File: src/hw/sm83_alu_pkg.sv
/* SM83 ALU shared definitions
 * data width, flag byte layout, operation queue sizing and the ALU opcode set
 */
package sm83_alu_pkg;

	localparam int WORD_SIZE   = 8;             // accumulator and operand width
	localparam int NIBBLE_SIZE = WORD_SIZE / 2; // the adder works one nibble at a time

	// flag positions in the F byte, low nibble always reads zero
	localparam int FLAG_Z = 7;
	localparam int FLAG_N = 6;
	localparam int FLAG_H = 5;
	localparam int FLAG_C = 4;

	// queue depth is also the number of credits the issuer starts with
	localparam int QUEUE_DEPTH = 4;                      // must stay a power of two
	localparam int QUEUE_PTR_W = $clog2(QUEUE_DEPTH);     // pointers wrap on their own
	localparam int QUEUE_CNT_W = $clog2(QUEUE_DEPTH + 1); // occupancy needs to reach full

	typedef enum logic [3:0] {
		OP_ADD  = 4'd0,  // a + b
		OP_ADC  = 4'd1,  // a + b + C
		OP_SUB  = 4'd2,  // a - b
		OP_SBC  = 4'd3,  // a - b - C
		OP_AND  = 4'd4,
		OP_XOR  = 4'd5,
		OP_OR   = 4'd6,
		OP_CP   = 4'd7,  // compare, flags of a - b with a kept
		OP_RL   = 4'd8,  // rotate left through carry
		OP_RR   = 4'd9,  // rotate right through carry
		OP_DAA  = 4'd10, // decimal adjust of a
		OP_SCF  = 4'd11, // set carry
		OP_CCF  = 4'd12, // complement carry
		OP_POPF = 4'd13  // load the flags from b like a pop of AF
	} alu_op_e;

endpackage

File: src/hw/sm83_op_queue.sv
/* SM83 ALU operation queue
 * circular buffer for issued operations, pops its head every cycle it holds one
 * and hands back one credit per pop
 */
`timescale 1ns/100ps

module sm83_op_queue (
	input  logic                                 clk,
	input  logic                                 reset,
	input  logic                                 issue_valid,
	input  sm83_alu_pkg::alu_op_e                issue_op,
	input  logic [sm83_alu_pkg::WORD_SIZE-1:0]   issue_a,
	input  logic [sm83_alu_pkg::WORD_SIZE-1:0]   issue_b,
	output logic                                 head_valid,
	output sm83_alu_pkg::alu_op_e                head_op,
	output logic [sm83_alu_pkg::WORD_SIZE-1:0]   head_a,
	output logic [sm83_alu_pkg::WORD_SIZE-1:0]   head_b,
	output logic                                 credit_return
);

	sm83_alu_pkg::alu_op_e              op_mem [sm83_alu_pkg::QUEUE_DEPTH];
	logic [sm83_alu_pkg::WORD_SIZE-1:0] a_mem  [sm83_alu_pkg::QUEUE_DEPTH];
	logic [sm83_alu_pkg::WORD_SIZE-1:0] b_mem  [sm83_alu_pkg::QUEUE_DEPTH];

	logic [sm83_alu_pkg::QUEUE_PTR_W-1:0] wr_ptr;
	logic [sm83_alu_pkg::QUEUE_PTR_W-1:0] rd_ptr;
	logic [sm83_alu_pkg::QUEUE_CNT_W-1:0] count; // entries currently held
	logic                                 pop;

	// the ALU never stalls, so anything at the head leaves on the next edge
	assign head_valid = (count != '0);
	assign pop        = head_valid;

	assign head_op = op_mem[rd_ptr];
	assign head_a  = a_mem[rd_ptr];
	assign head_b  = b_mem[rd_ptr];

	always_ff @(posedge clk) begin
		if (issue_valid) begin // a credit guarantees a free slot
			op_mem[wr_ptr] <= issue_op;
			a_mem[wr_ptr]  <= issue_a;
			b_mem[wr_ptr]  <= issue_b;
		end
	end

	always_ff @(posedge clk) begin
		if (reset) begin
			wr_ptr        <= '0;
			rd_ptr        <= '0;
			count         <= '0;
			credit_return <= 1'b0;
		end else begin
			if (issue_valid)
				wr_ptr <= wr_ptr + 1'b1;
			if (pop)
				rd_ptr <= rd_ptr + 1'b1;
			count <= count + sm83_alu_pkg::QUEUE_CNT_W'(issue_valid)
			               - sm83_alu_pkg::QUEUE_CNT_W'(pop);
			credit_return <= pop; // one cycle after the pop edge
		end
	end

endmodule

File: src/hw/sm83_alu_control.sv
/* SM83 ALU control
 * turns the head opcode into flag update strobes and sources, routes the
 * datapath flags to the flag register and works out the DAA correction
 */
`timescale 1ns/100ps

module sm83_alu_control (
	input  logic                               head_valid,
	input  sm83_alu_pkg::alu_op_e              head_op,
	input  logic [sm83_alu_pkg::WORD_SIZE-1:0] head_a,
	input  logic                               half_carry,
	input  logic                               daa_carry,
	input  logic                               neg,
	input  logic                               carry,
	input  logic                               carry_out,      // datapath flags
	input  logic                               half_carry_out,
	input  logic                               zero_out,
	input  logic                               shift_out,
	output sm83_alu_pkg::alu_op_e              core_op,
	output logic [sm83_alu_pkg::WORD_SIZE-1:0] daa_adjust,
	output logic                               flags_bus,
	output logic                               flags_alu,
	output logic                               zero_we,
	output logic                               zero_clr,
	output logic                               half_carry_we,
	output logic                               half_carry_set,
	output logic                               half_carry_cpl,
	output logic                               daa_carry_we,
	output logic                               neg_we,
	output logic                               neg_set,
	output logic                               neg_clr,
	output logic                               carry_we,
	output logic                               sec_carry_we,
	output logic                               sec_carry_sh,
	output logic                               sec_carry_daa,
	output logic                               sec_carry_sel,
	output logic                               carry_set,
	output logic                               carry_cpl,
	output logic                               carry_in,       // to the flag register
	output logic                               zero_in,
	output logic                               shift_out_in,
	output logic                               daa_carry_in,
	output logic                               sign_in
);

	logic arith;  // ops whose H comes out of the adder
	logic daa_h;  // H as DAA sees it
	logic daa_lo; // low digit needs a 6
	logic daa_hi; // high digit needs a 6

	assign core_op = head_op;
	assign arith   = head_op inside {sm83_alu_pkg::OP_ADD, sm83_alu_pkg::OP_ADC,
	                                 sm83_alu_pkg::OP_SUB, sm83_alu_pkg::OP_SBC,
	                                 sm83_alu_pkg::OP_CP};

	// daa_carry keeps the raw nibble carry, half_carry adds the forced H of AND
	assign daa_h  = half_carry || daa_carry;
	// after a subtraction only the recorded borrows count
	assign daa_lo = neg ? daa_h : (daa_h || head_a[3:0] > 4'd9);
	assign daa_hi = neg ? carry : (carry || head_a > 8'h99);
	assign daa_adjust   = (daa_hi ? 8'h60 : 8'h00) | (daa_lo ? 8'h06 : 8'h00);
	assign daa_carry_in = daa_hi; // C stays set once the high digit was corrected

	// H only comes from the adder, everything else writes a zero into it
	assign carry_in     = arith ? half_carry_out : 1'b0;
	assign shift_out_in = (head_op inside {sm83_alu_pkg::OP_RL, sm83_alu_pkg::OP_RR})
	                      ? shift_out : carry_out;
	assign zero_in      = zero_out;
	assign sign_in      = head_op inside {sm83_alu_pkg::OP_SUB, sm83_alu_pkg::OP_SBC};

	assign half_carry_cpl = 1'b0; // no SM83 op complements H

	always_comb begin
		flags_bus      = 1'b0;
		flags_alu      = 1'b0;
		zero_we        = 1'b0;
		zero_clr       = 1'b0;
		half_carry_we  = 1'b0;
		half_carry_set = 1'b0;
		daa_carry_we   = 1'b0;
		neg_we         = 1'b0;
		neg_set        = 1'b0;
		neg_clr        = 1'b0;
		carry_we       = 1'b0;
		sec_carry_we   = 1'b0;
		sec_carry_sh   = 1'b0;
		sec_carry_daa  = 1'b0;
		sec_carry_sel  = 1'b0;
		carry_set      = 1'b0;
		carry_cpl      = 1'b0;
		if (head_valid) begin
			// every op writes H and C, POPF into the primary carry and the rest into the secondary
			flags_bus     = (head_op == sm83_alu_pkg::OP_POPF);
			flags_alu     = !flags_bus;
			half_carry_we = 1'b1;
			daa_carry_we  = 1'b1;
			carry_we      = 1'b1;
			sec_carry_we  = flags_alu;
			sec_carry_sel = flags_alu;
			sec_carry_sh  = flags_alu; // shift_out_in carries the bit 7 carry as well
			unique case (head_op)
				sm83_alu_pkg::OP_ADD, sm83_alu_pkg::OP_ADC,
				sm83_alu_pkg::OP_SUB, sm83_alu_pkg::OP_SBC: begin
					zero_we = 1'b1;
					neg_we  = 1'b1; // N follows sign_in
				end
				sm83_alu_pkg::OP_CP: begin
					zero_we = 1'b1;
					neg_we  = 1'b1;
					neg_set = 1'b1;
				end
				sm83_alu_pkg::OP_AND, sm83_alu_pkg::OP_XOR, sm83_alu_pkg::OP_OR: begin
					zero_we        = 1'b1;
					neg_we         = 1'b1;
					neg_clr        = 1'b1;
					half_carry_set = (head_op == sm83_alu_pkg::OP_AND);
				end
				sm83_alu_pkg::OP_RL, sm83_alu_pkg::OP_RR: begin
					zero_we  = 1'b1;
					zero_clr = 1'b1; // accumulator rotates always leave Z clear
					neg_we   = 1'b1;
					neg_clr  = 1'b1;
				end
				sm83_alu_pkg::OP_DAA: begin
					zero_we       = 1'b1; // N is left alone
					sec_carry_sh  = 1'b0;
					sec_carry_daa = 1'b1;
				end
				sm83_alu_pkg::OP_SCF: begin
					neg_we    = 1'b1;
					neg_clr   = 1'b1;
					carry_set = 1'b1;
				end
				sm83_alu_pkg::OP_CCF: begin
					neg_we    = 1'b1;
					neg_clr   = 1'b1;
					carry_cpl = 1'b1; // the core passes the old C through
				end
				sm83_alu_pkg::OP_POPF: begin
					zero_we = 1'b1;
					neg_we  = 1'b1;
				end
				default: ;
			endcase
		end
	end

endmodule

File: src/hw/sm83_alu_core.sv
/* SM83 ALU datapath
 * 8-bit add, subtract, logic and rotate built from two nibble adds, with the
 * half carry of the low nibble feeding the high one
 */
`timescale 1ns/100ps

module sm83_alu_core (
	input  sm83_alu_pkg::alu_op_e              core_op,
	input  logic [sm83_alu_pkg::WORD_SIZE-1:0] a,
	input  logic [sm83_alu_pkg::WORD_SIZE-1:0] b,
	input  logic [sm83_alu_pkg::WORD_SIZE-1:0] daa_adjust,
	input  logic                               neg,   // direction of the DAA correction
	input  logic                               carry,
	output logic [sm83_alu_pkg::WORD_SIZE-1:0] result,
	output logic                               carry_out,
	output logic                               half_carry_out,
	output logic                               zero_out,
	output logic                               shift_out
);

	logic [sm83_alu_pkg::WORD_SIZE-1:0]   y;      // second adder operand
	logic                                 sub;    // adder runs a + ~y + cin
	logic                                 cin;
	logic [sm83_alu_pkg::NIBBLE_SIZE:0]   lo_sum; // top bit is the half carry
	logic [sm83_alu_pkg::NIBBLE_SIZE:0]   hi_sum;
	logic [sm83_alu_pkg::WORD_SIZE-1:0]   val;

	always_comb begin
		sub = (core_op inside {sm83_alu_pkg::OP_SUB, sm83_alu_pkg::OP_SBC, sm83_alu_pkg::OP_CP})
		      || (core_op == sm83_alu_pkg::OP_DAA && neg);
		y   = (core_op == sm83_alu_pkg::OP_DAA) ? daa_adjust : b;
		if (sub)
			y = ~y;
		if (core_op == sm83_alu_pkg::OP_ADC)
			cin = carry;
		else if (core_op == sm83_alu_pkg::OP_SBC)
			cin = !carry; // a - b - C is a + ~b + !C
		else
			cin = sub;
	end

	assign lo_sum = {1'b0, a[3:0]} + {1'b0, y[3:0]} + {4'b0, cin};
	assign hi_sum = {1'b0, a[7:4]} + {1'b0, y[7:4]} + {4'b0, lo_sum[4]};

	always_comb begin
		val            = {hi_sum[3:0], lo_sum[3:0]};
		carry_out      = hi_sum[4] ^ sub; // a missing carry is a borrow
		half_carry_out = lo_sum[4] ^ sub;
		shift_out      = 1'b0;
		unique case (core_op)
			sm83_alu_pkg::OP_AND: begin
				val            = a & b;
				carry_out      = 1'b0;
				half_carry_out = 1'b0;
			end
			sm83_alu_pkg::OP_XOR: begin
				val            = a ^ b;
				carry_out      = 1'b0;
				half_carry_out = 1'b0;
			end
			sm83_alu_pkg::OP_OR: begin
				val            = a | b;
				carry_out      = 1'b0;
				half_carry_out = 1'b0;
			end
			sm83_alu_pkg::OP_RL: begin
				val            = {a[6:0], carry}; // old C fills bit 0
				shift_out      = a[7];
				half_carry_out = 1'b0;
			end
			sm83_alu_pkg::OP_RR: begin
				val            = {carry, a[7:1]};
				shift_out      = a[0];
				half_carry_out = 1'b0;
			end
			sm83_alu_pkg::OP_SCF, sm83_alu_pkg::OP_CCF, sm83_alu_pkg::OP_POPF: begin
				val            = a;
				carry_out      = carry; // CCF inverts this in the flag register
				half_carry_out = 1'b0;
			end
			default: ; // add, subtract, compare and DAA keep the adder output
		endcase
	end

	// compare reports Z of the difference but hands a back untouched
	assign zero_out = (val == '0);
	assign result   = (core_op == sm83_alu_pkg::OP_CP) ? a : val;

endmodule

File: src/hw/sm83_alu_flags.sv
/* SM83 flag register
 * Z, N, H and the primary and secondary carry with the saved DAA half carry,
 * loaded from the ALU or from the data bus, and the F byte for the bus
 */
`timescale 1ns/100ps

module sm83_alu_flags (
	input  logic                               clk,
	input  logic                               reset,
	output logic [sm83_alu_pkg::WORD_SIZE-1:0] dout,   // F byte out to the data bus
	input  logic [sm83_alu_pkg::WORD_SIZE-1:0] din,    // F byte in from the data bus
	input  logic                               flags_bus,
	input  logic                               flags_alu,
	input  logic                               zero_we,
	input  logic                               zero_clr,
	input  logic                               half_carry_we,
	input  logic                               half_carry_set,
	input  logic                               half_carry_cpl,
	input  logic                               daa_carry_we,
	input  logic                               neg_we,
	input  logic                               neg_set,
	input  logic                               neg_clr,
	input  logic                               carry_we,
	input  logic                               sec_carry_we,
	input  logic                               sec_carry_sh,
	input  logic                               sec_carry_daa,
	input  logic                               sec_carry_sel,
	input  logic                               carry_set,
	input  logic                               carry_cpl,
	input  logic                               zero_in,
	input  logic                               carry_in,
	input  logic                               shift_out_in,
	input  logic                               daa_carry_in,
	input  logic                               sign_in,
	output logic                               zero,
	output logic                               half_carry,
	output logic                               daa_carry,
	output logic                               neg,
	output logic                               carry,
	output logic                               pri_carry
);

	logic hc_reg;
	logic sec_c_reg;
	logic carry_sel; // set while C lives in the secondary register
	logic pri_c_we;
	logic zero_src;  // bus or ALU source, whichever strobe is up
	logic neg_src;
	logic h_src;
	logic c_src;
	logic sec_src;

	assign zero_src = (flags_bus && din[sm83_alu_pkg::FLAG_Z]) || (flags_alu && zero_in);
	assign neg_src  = (flags_bus && din[sm83_alu_pkg::FLAG_N]) || (flags_alu && sign_in);
	assign h_src    = (flags_bus && din[sm83_alu_pkg::FLAG_H]) || (flags_alu && carry_in);
	assign c_src    = (flags_bus && din[sm83_alu_pkg::FLAG_C]) || (flags_alu && carry_in);

	always_comb begin
		unique case ({sec_carry_daa, sec_carry_sh})
			2'b00:   sec_src = carry_in;
			2'b01:   sec_src = shift_out_in;
			2'b10:   sec_src = daa_carry_in;
			default: sec_src = 1'b0;
		endcase
	end

	// a secondary write holds the primary carry where it is
	assign pri_c_we = carry_we && !sec_carry_we;

	always_ff @(posedge clk) begin
		if (reset) begin
			zero      <= 1'b0;
			neg       <= 1'b0;
			hc_reg    <= 1'b0;
			daa_carry <= 1'b0;
			pri_carry <= 1'b0;
			sec_c_reg <= 1'b0;
			carry_sel <= 1'b0;
		end else begin
			if (zero_we)
				zero <= zero_src && !zero_clr;
			if (neg_we)
				neg <= neg_set || (neg_src && !neg_clr);
			if (half_carry_we)
				hc_reg <= (h_src || half_carry_set) ^ half_carry_cpl;
			if (daa_carry_we)
				daa_carry <= h_src; // raw nibble carry, no set or complement
			if (pri_c_we)
				pri_carry <= (c_src || carry_set) ^ carry_cpl;
			if (sec_carry_we)
				sec_c_reg <= (sec_src || carry_set) ^ carry_cpl;
			if (carry_we)
				carry_sel <= sec_carry_sel; // remember which register now holds C
		end
	end

	assign half_carry = hc_reg;
	assign carry      = carry_sel ? sec_c_reg : pri_carry;

	assign dout[sm83_alu_pkg::FLAG_Z]   = zero;
	assign dout[sm83_alu_pkg::FLAG_N]   = neg;
	assign dout[sm83_alu_pkg::FLAG_H]   = half_carry;
	assign dout[sm83_alu_pkg::FLAG_C]   = carry;
	assign dout[sm83_alu_pkg::FLAG_C-1:0] = '0;

endmodule

File: src/hw/sm83_alu_unit.sv
/* SM83 ALU unit
 * credit fed operation queue in front of control, datapath and flag register,
 * returns one registered result with its F byte per operation
 */
`timescale 1ns/100ps

module sm83_alu_unit (
	input  logic                               clk,
	input  logic                               reset,
	input  logic                               issue_valid,
	input  sm83_alu_pkg::alu_op_e              issue_op,
	input  logic [sm83_alu_pkg::WORD_SIZE-1:0] issue_a,
	input  logic [sm83_alu_pkg::WORD_SIZE-1:0] issue_b,
	output logic                               credit_return,
	output logic                               result_valid,
	output logic [sm83_alu_pkg::WORD_SIZE-1:0] result,
	output logic [sm83_alu_pkg::WORD_SIZE-1:0] flags
);

	logic                               head_valid;
	sm83_alu_pkg::alu_op_e              head_op;
	logic [sm83_alu_pkg::WORD_SIZE-1:0] head_a;
	logic [sm83_alu_pkg::WORD_SIZE-1:0] head_b;
	sm83_alu_pkg::alu_op_e              core_op;
	logic [sm83_alu_pkg::WORD_SIZE-1:0] daa_adjust;
	logic [sm83_alu_pkg::WORD_SIZE-1:0] core_result;
	logic carry_out, half_carry_out, zero_out, shift_out;
	logic flags_bus, flags_alu, zero_we, zero_clr;
	logic half_carry_we, half_carry_set, half_carry_cpl, daa_carry_we;
	logic neg_we, neg_set, neg_clr;
	logic carry_we, sec_carry_we, sec_carry_sh, sec_carry_daa, sec_carry_sel;
	logic carry_set, carry_cpl;
	logic carry_in, zero_in, shift_out_in, daa_carry_in, sign_in;
	logic half_carry, daa_carry, neg, carry;

	sm83_op_queue i_sm83_op_queue (.*);

	sm83_alu_control i_sm83_alu_control (.*);

	sm83_alu_core i_sm83_alu_core (
		.core_op        (core_op),
		.a              (head_a),
		.b              (head_b),
		.daa_adjust     (daa_adjust),
		.neg            (neg),
		.carry          (carry),
		.result         (core_result),
		.carry_out      (carry_out),
		.half_carry_out (half_carry_out),
		.zero_out       (zero_out),
		.shift_out      (shift_out)
	);

	// the F byte is registered state and turns over on the same pop edge as result
	sm83_alu_flags i_sm83_alu_flags (
		.dout      (flags),
		.din       (head_b), // POPF brings the flag byte in as b
		.zero      (),
		.pri_carry (),
		.*
	);

	always_ff @(posedge clk) begin
		if (reset)
			result_valid <= 1'b0;
		else
			result_valid <= head_valid; // every head pops, so every head yields a result
	end

	always_ff @(posedge clk) begin
		if (head_valid)
			result <= core_result;
	end

endmodule

File: config.mk
export PLATFORM = sky130hd
export DESIGN_NAME = sm83_alu_unit
export DESIGN_NICKNAME = d
export VERILOG_FILES = /design/src/hw/sm83_alu_pkg.sv /design/src/hw/sm83_op_queue.sv /design/src/hw/sm83_alu_control.sv /design/src/hw/sm83_alu_core.sv /design/src/hw/sm83_alu_flags.sv /design/src/hw/sm83_alu_unit.sv
export SDC_FILE = /design/constraint.sdc
export NUM_CORES = 1
export LEC_CHECK = 0
export ABC_AREA = 1
export BUFFER_PORTS_ARGS = -buffer_cell sky130_fd_sc_hd__buf_2
export CAP_MARGIN = 30
export CORE_MARGIN = 8
export CORE_UTILIZATION = 48
export DETAILED_ROUTE_END_ITERATION = 10
export PLACE_DENSITY_LB_ADDON = 0.05
export SLEW_MARGIN = 25
export SYNTH_ARGS = -nofsm -noshare
export SYNTH_HDL_FRONTEND = slang
export SYNTH_SLANG_ARGS = --single-unit
File: constraint.sdc
create_clock -name clk -period 12.2 [get_ports clk]
set_clock_uncertainty 0.15 [all_clocks]
set_input_delay 1.83 -clock clk [delete_from_list [all_inputs] [get_ports clk]]
set_output_delay 1.83 -clock clk [all_outputs]
set_load 0.05 [all_outputs]
Word level (Yosys, flattened, before mapping)
Memories as Yosys holds them, arrays and structs flattened. A register that Yosys moved wholly into a read port is not among the register bits.
Cells that the tools add are included.
- add/subtract/negate cells: 8
- magnitude comparators: 2
- eq/ne operators: 15
- muxes and demuxes: 48
- bitwise gates (word level): 9
- reductions and logical operators: 43
- operators by type and width (kind ; count):
    case mux 8 bit (6 select lines) ; 1
    2-to-1 mux 1 bit ; 33
    == test 4 bit (second input constant) ; 6
    2-to-1 mux 8 bit ; 3
    == test 4 x 3 -> 1 bit (second input constant) ; 4
    OR 8 bit ; 2
    OR reduction 13 bit ; 1
    logical OR 1 bit ; 12
    2-to-1 mux 2 bit ; 6
    OR reduction 12 bit ; 1
    logical AND 1 bit ; 11
    adder 4 x 4 -> 5 bit ; 2
    adder 5 x 1 -> 5 bit ; 2
    AND 8 bit ; 1
    == test 4 x 2 -> 1 bit (second input constant) ; 2
    greater-than comparator 8 bit (second input constant) ; 1
    logical NOT 8 bit ; 1
    inverter 8 bit ; 1
    OR reduction 8 bit ; 1
    bitwise XOR 8 bit ; 1
    2-to-1 mux 7 bit ; 1
    OR reduction 7 bit ; 1
    nonzero test 3 bit ; 2
    OR reduction 3 bit ; 2
    17 further kinds ; 27
- flip-flop bits (word level): 23
- bits in writable memories: 80
- bits of input ports: 23
- logic and storage cells: 140
- memories: 3
- memories (name ; depth ; width ; rd ports ; clocked after memory_dff ; wr ports ; line ; RTL):
    i_sm83_op_queue.a_mem ; 4 ; 8 ; 1 ; 1 ; 1 ; sm83_op_queue.sv:22 ; logic [sm83_alu_pkg::WORD_SIZE-1:0] a_mem [sm83_alu_pkg::QUEUE_DEPTH];
    i_sm83_op_queue.b_mem ; 4 ; 8 ; 1 ; 1 ; 1 ; sm83_op_queue.sv:23 ; logic [sm83_alu_pkg::WORD_SIZE-1:0] b_mem [sm83_alu_pkg::QUEUE_DEPTH];
    i_sm83_op_queue.op_mem ; 4 ; 4 ; 1 ; 1 ; 1 ; sm83_op_queue.sv:21 ; sm83_alu_pkg::alu_op_e op_mem [sm83_alu_pkg::QUEUE_DEPTH];

Longest topological paths before layout
- word-level depth: 17
- depth in mapped cells: 32
- mapped depth without buffers: 29

By module
From an unflattened synthesis, not the netlist that was laid out.
- cell total of the unflattened synthesis: 739
- area, all modules: 6293.5 µm²
- by module, submodules not included (module ; instances ; cells each ; area an instance (µm²)):
    sm83_op_queue ; 1 ; 297 ; 3651.0
    sm83_alu_core ; 1 ; 266 ; 1442.6
    sm83_alu_flags ; 1 ; 76 ; 473.0
    sm83_alu_control ; 1 ; 89 ; 456.7
    sm83_alu_unit ; 1 ; 11 ; 270.3

Worst setup path before layout
Ideal clock, no wire load.
- path type: register -> register
- start point: reg with a tool-made name
- end point: reg i_sm83_alu_flags.sec_c_reg
- arrival: 4.133 ns
- required time: 11.941 ns
- slack: 7.808 ns
- stages on the path, launching flop included: 29
- cell sequence: dfxtp_1 buf_6 inv_4 buf_6 buf_6 buf_6 buf_2 or2_2 a32oi_1 nor2_1 xnor2_1 fa_1 fa_1 nor2_1 a211oi_1 fa_1 inv_1 fa_1 a21o_1 a21oi_1 nand2_1 nand2_1 o21ai_1 nand2_1 nand3_1 nand2_1 nand3_1 nand2_1 inv_1
- RTL lines (element ; line ; RTL):
    end signal: assignment ; sm83_alu_flags.sv:91 ; sec_c_reg <= (sec_src || carry_set) ^ carry_cpl;
    end: declaration ; sm83_alu_flags.sv:44 ; logic sec_c_reg;

==> results.toml <==
[routing]
routed_wirelength_mm = 14.2
drc = 0
drt_iter0_markers = 344
ant_nets = 0
post_drt_wl_per_cell_um = 17.5
dr.pass1.iters = 7
vias = 4343
viasPerCell = 5.36

[placement]
gp_congestion = 0.956
place_ws_ns = 6.86
io_buffers = 36
dp_hpwl_mm = 10.4

[finish]
fillCellCount = 1083
drive_gt1_share_pct = 15.1
antenna_cells = 0
final_nets = 717
top_regs = "i_sm83_op_queue.a_mem x32, i_sm83_op_queue.b_mem x32, i_sm83_op_queue.op_mem x16"
syn_to_final_growth_pct = 8.93

[run]
max_cap_violations = 0

[grt]
grt_pass1_vias = 4226
grt.total_usage_pct = 18.2
gr-total-overflow = 0
grt_max_degree = 49
grt_first_pass_wirelength_mm = 22.3
antenna_found_initial = 0

[yosys]
syn-instance-count = 632
synth_top_family_by_area = "simple AND/OR/NAND/NOR gates"
yosys.area_share.simple_pct = 21.8
synth_top_area_cell = "edfxtp_1"
syn_area_um2 = 5860
synth-xor-area-share_pct = 2.22
yosysSeqAreaShare_pct = 50.9
ys_seq_elements = 105
synth.area.top_cells = "edfxtp_1, nand2_1, ha_1, dfxtp_1, nor2_1"
synthAdderAreaFrac_pct = 7.69
avgSynthCellArea_um2 = 9.27
synth_top_area_share_pct = 45.1
synth_cell_type_count = 46
synthMuxAreaShare_pct = 0
synth_edf_count = 88
synth-compound-area-share_pct = 9.03
ys_warn_count = 0
async_flop_share_pct = 0
synth_flop_cell = "edfxtp_1"
synth_common_cells = "nand2_1, edfxtp_1, nor2_1"
synthMostInstantiatedCell = "nand2_1"

[clock_tree]
tritoncts = "yes"
clockRootBuffer = "clkbuf_16"
cts_sinks = 105
postCtsSetupBuffers = 0
cts_buffer_depth = 2
cts-htree-levels = 3
holdBufCountCts = 0
cts_made_buffers = 9
clk_latency_ns = 0.35
clkTransAtPathRegs_ns = 0.07
ctsResizeCount = 0

[floorplanning]
pin_count = 41
initial_core_util_pct = 49.0
die_y_um = 126
die_x_um = 126
fp.dieArea_um2 = 16000
coreArea_um2 = 12000
row_count = 40

[critical_path]
crit_path_max_fanout = 31
start_kind = "flop"
worstSetupEndpoint = "i_sm83_alu_flags.sec_c_reg"
path_class = "reg -> reg"
required_ns = 12.30
end_kind = "flop"
rrSetupSlack_ns = 6.80
rr_worst_depth = 27
critPathArrivalTime_ns = 5.50
worstReg2RegEnd = "i_sm83_alu_flags.sec_c_reg"

[sta]
drv_slew = 0
hold_viol = 0
rsz0062_at_grt = "false"
finalHoldWorstSlack_ns = 0.304
fmax_ghz = 0.185
post-route-period-util_pct = 44.2
setup_tns_ns = 0
fin_ws_ns = 6.80
slew_headroom_pct = 54.9
final-setup-viol-count = 0
tightest_slew_ns = 0.676
period_minus_slack_ns = 5.40

[hold_path]
hold_class = "reg -> reg"

[outcome]
status = "finished clean"
[worst min-delay path by stage]
stage	slack, ns	endpoint	startpoint	depth (start not counted)
finish	0.30	i_sm83_op_queue.count[2]	i_sm83_op_queue.count[2]	1
floorplan	0.26	flop	i_sm83_op_queue.rd_ptr[1]	1
global route	0.33	i_sm83_alu_flags.pri_carry	i_sm83_alu_flags.pri_carry	2
global placement	0.29	i_sm83_op_queue.count[2]	i_sm83_op_queue.count[2]	1
CTS	0.31	i_sm83_op_queue.count[2]	i_sm83_op_queue.count[2]	1
detailed placement	0.30	i_sm83_op_queue.count[2]	i_sm83_op_queue.count[2]	1
[critical path: stages, from the launching register on]
cell and delay, ns:
dfxtp_1 0.53, inv_2 0.55, nand3_1 0.13, nand2_1 0.22
nand2_1 0.14, nor2_2 0.44, nand2_2 0.17, nand2_8 0.17
inv_2 0.07, xor2_1 0.16, ha_1 0.34, nand2_1 0.08
nor2_1 0.04, a211oi_1 0.45, fa_1 0.27, inv_1 0.07
fa_1 0.39, a21o_1 0.19, a21oi_1 0.15, nand2_1 0.07
nand2_1 0.06, o21ai_1 0.05, nand2_1 0.08, nand3_1 0.07
nand2_1 0.06, nand3_1 0.06, nand2_1 0.07, inv_1 0.04
[layer usage]
| metal | wire (µm) | vias up | global-route usage, % |
|---|---|---|---|
| met2 | 6640 | 137 | 28.8 |
| met3 | 688 | 29 | 2.72 |
| met5 | 0 | - | 0 |
| li1 | - | 2129 | - |
| met1 | 6430 | 2048 | 23.3 |
| met4 | 441 | 0 | 10.3 |
[layout make-up]
cell class	instances	area, µm²	area share, %
clock inverters	4	30.0	0.471
clock buffers	10	229	3.59
multi-input cells	427	2400	37.7
inverters	77	292	4.57
repair buffers	41	260	4.08
well taps	147	184	2.88
flip-flops and latches	105	2980	46.7
[cell families (layout without fill, tap and decap cells)]
| group | after synthesis | in the layout |
|---|---|---|
| compound gates | 87 | 87 |
| xor+xnor | 14 | 14 |
| fa+ha+maj | 33 | 33 |
| buf+inv | 103 | 132 |
| flops | 105 | 105 |
| other cells | 1 | 4 |
| simple gates | 289 | 289 |
[placed cells by master (no fill, tap or decap), drive strengths merged, types with 2 or more instances in the layout]
master | Yosys | routed
clkbuf | 3 | 10
fa | 5 | 5
nand2 | 166 | 166
a32oi | 9 | 9
or2 | 4 | 4
nor3 | 2 | 2
nor2 | 78 | 78
clkinv | 2 | 5
o22ai | 2 | 2
xnor2 | 3 | 3
ha | 28 | 28
buf | 23 | 41
conb | 1 | 4
o211ai | 5 | 5
edfxtp | 88 | 88
dfxtp | 17 | 17
o21ai | 37 | 37
nand3 | 37 | 37
a21oi | 28 | 28
nand4 | 2 | 2
xor2 | 11 | 11
inv | 75 | 75
[metrics by stage]
stage | cells | utilization [%] | instance area (µm²)
global route | 811 | 53.3 | 6380
global placement | 793 | 50.6 | 6050
detailed placement | 794 | 50.8 | 6080
floorplan | 635 | - | 5870
CTS | 808 | 53.0 | 6340
finish | 811 | 53.3 | 6380
Power is not shown: default switching activity piles up to over one toggle a cycle in this logic, so the estimate is an artifact.
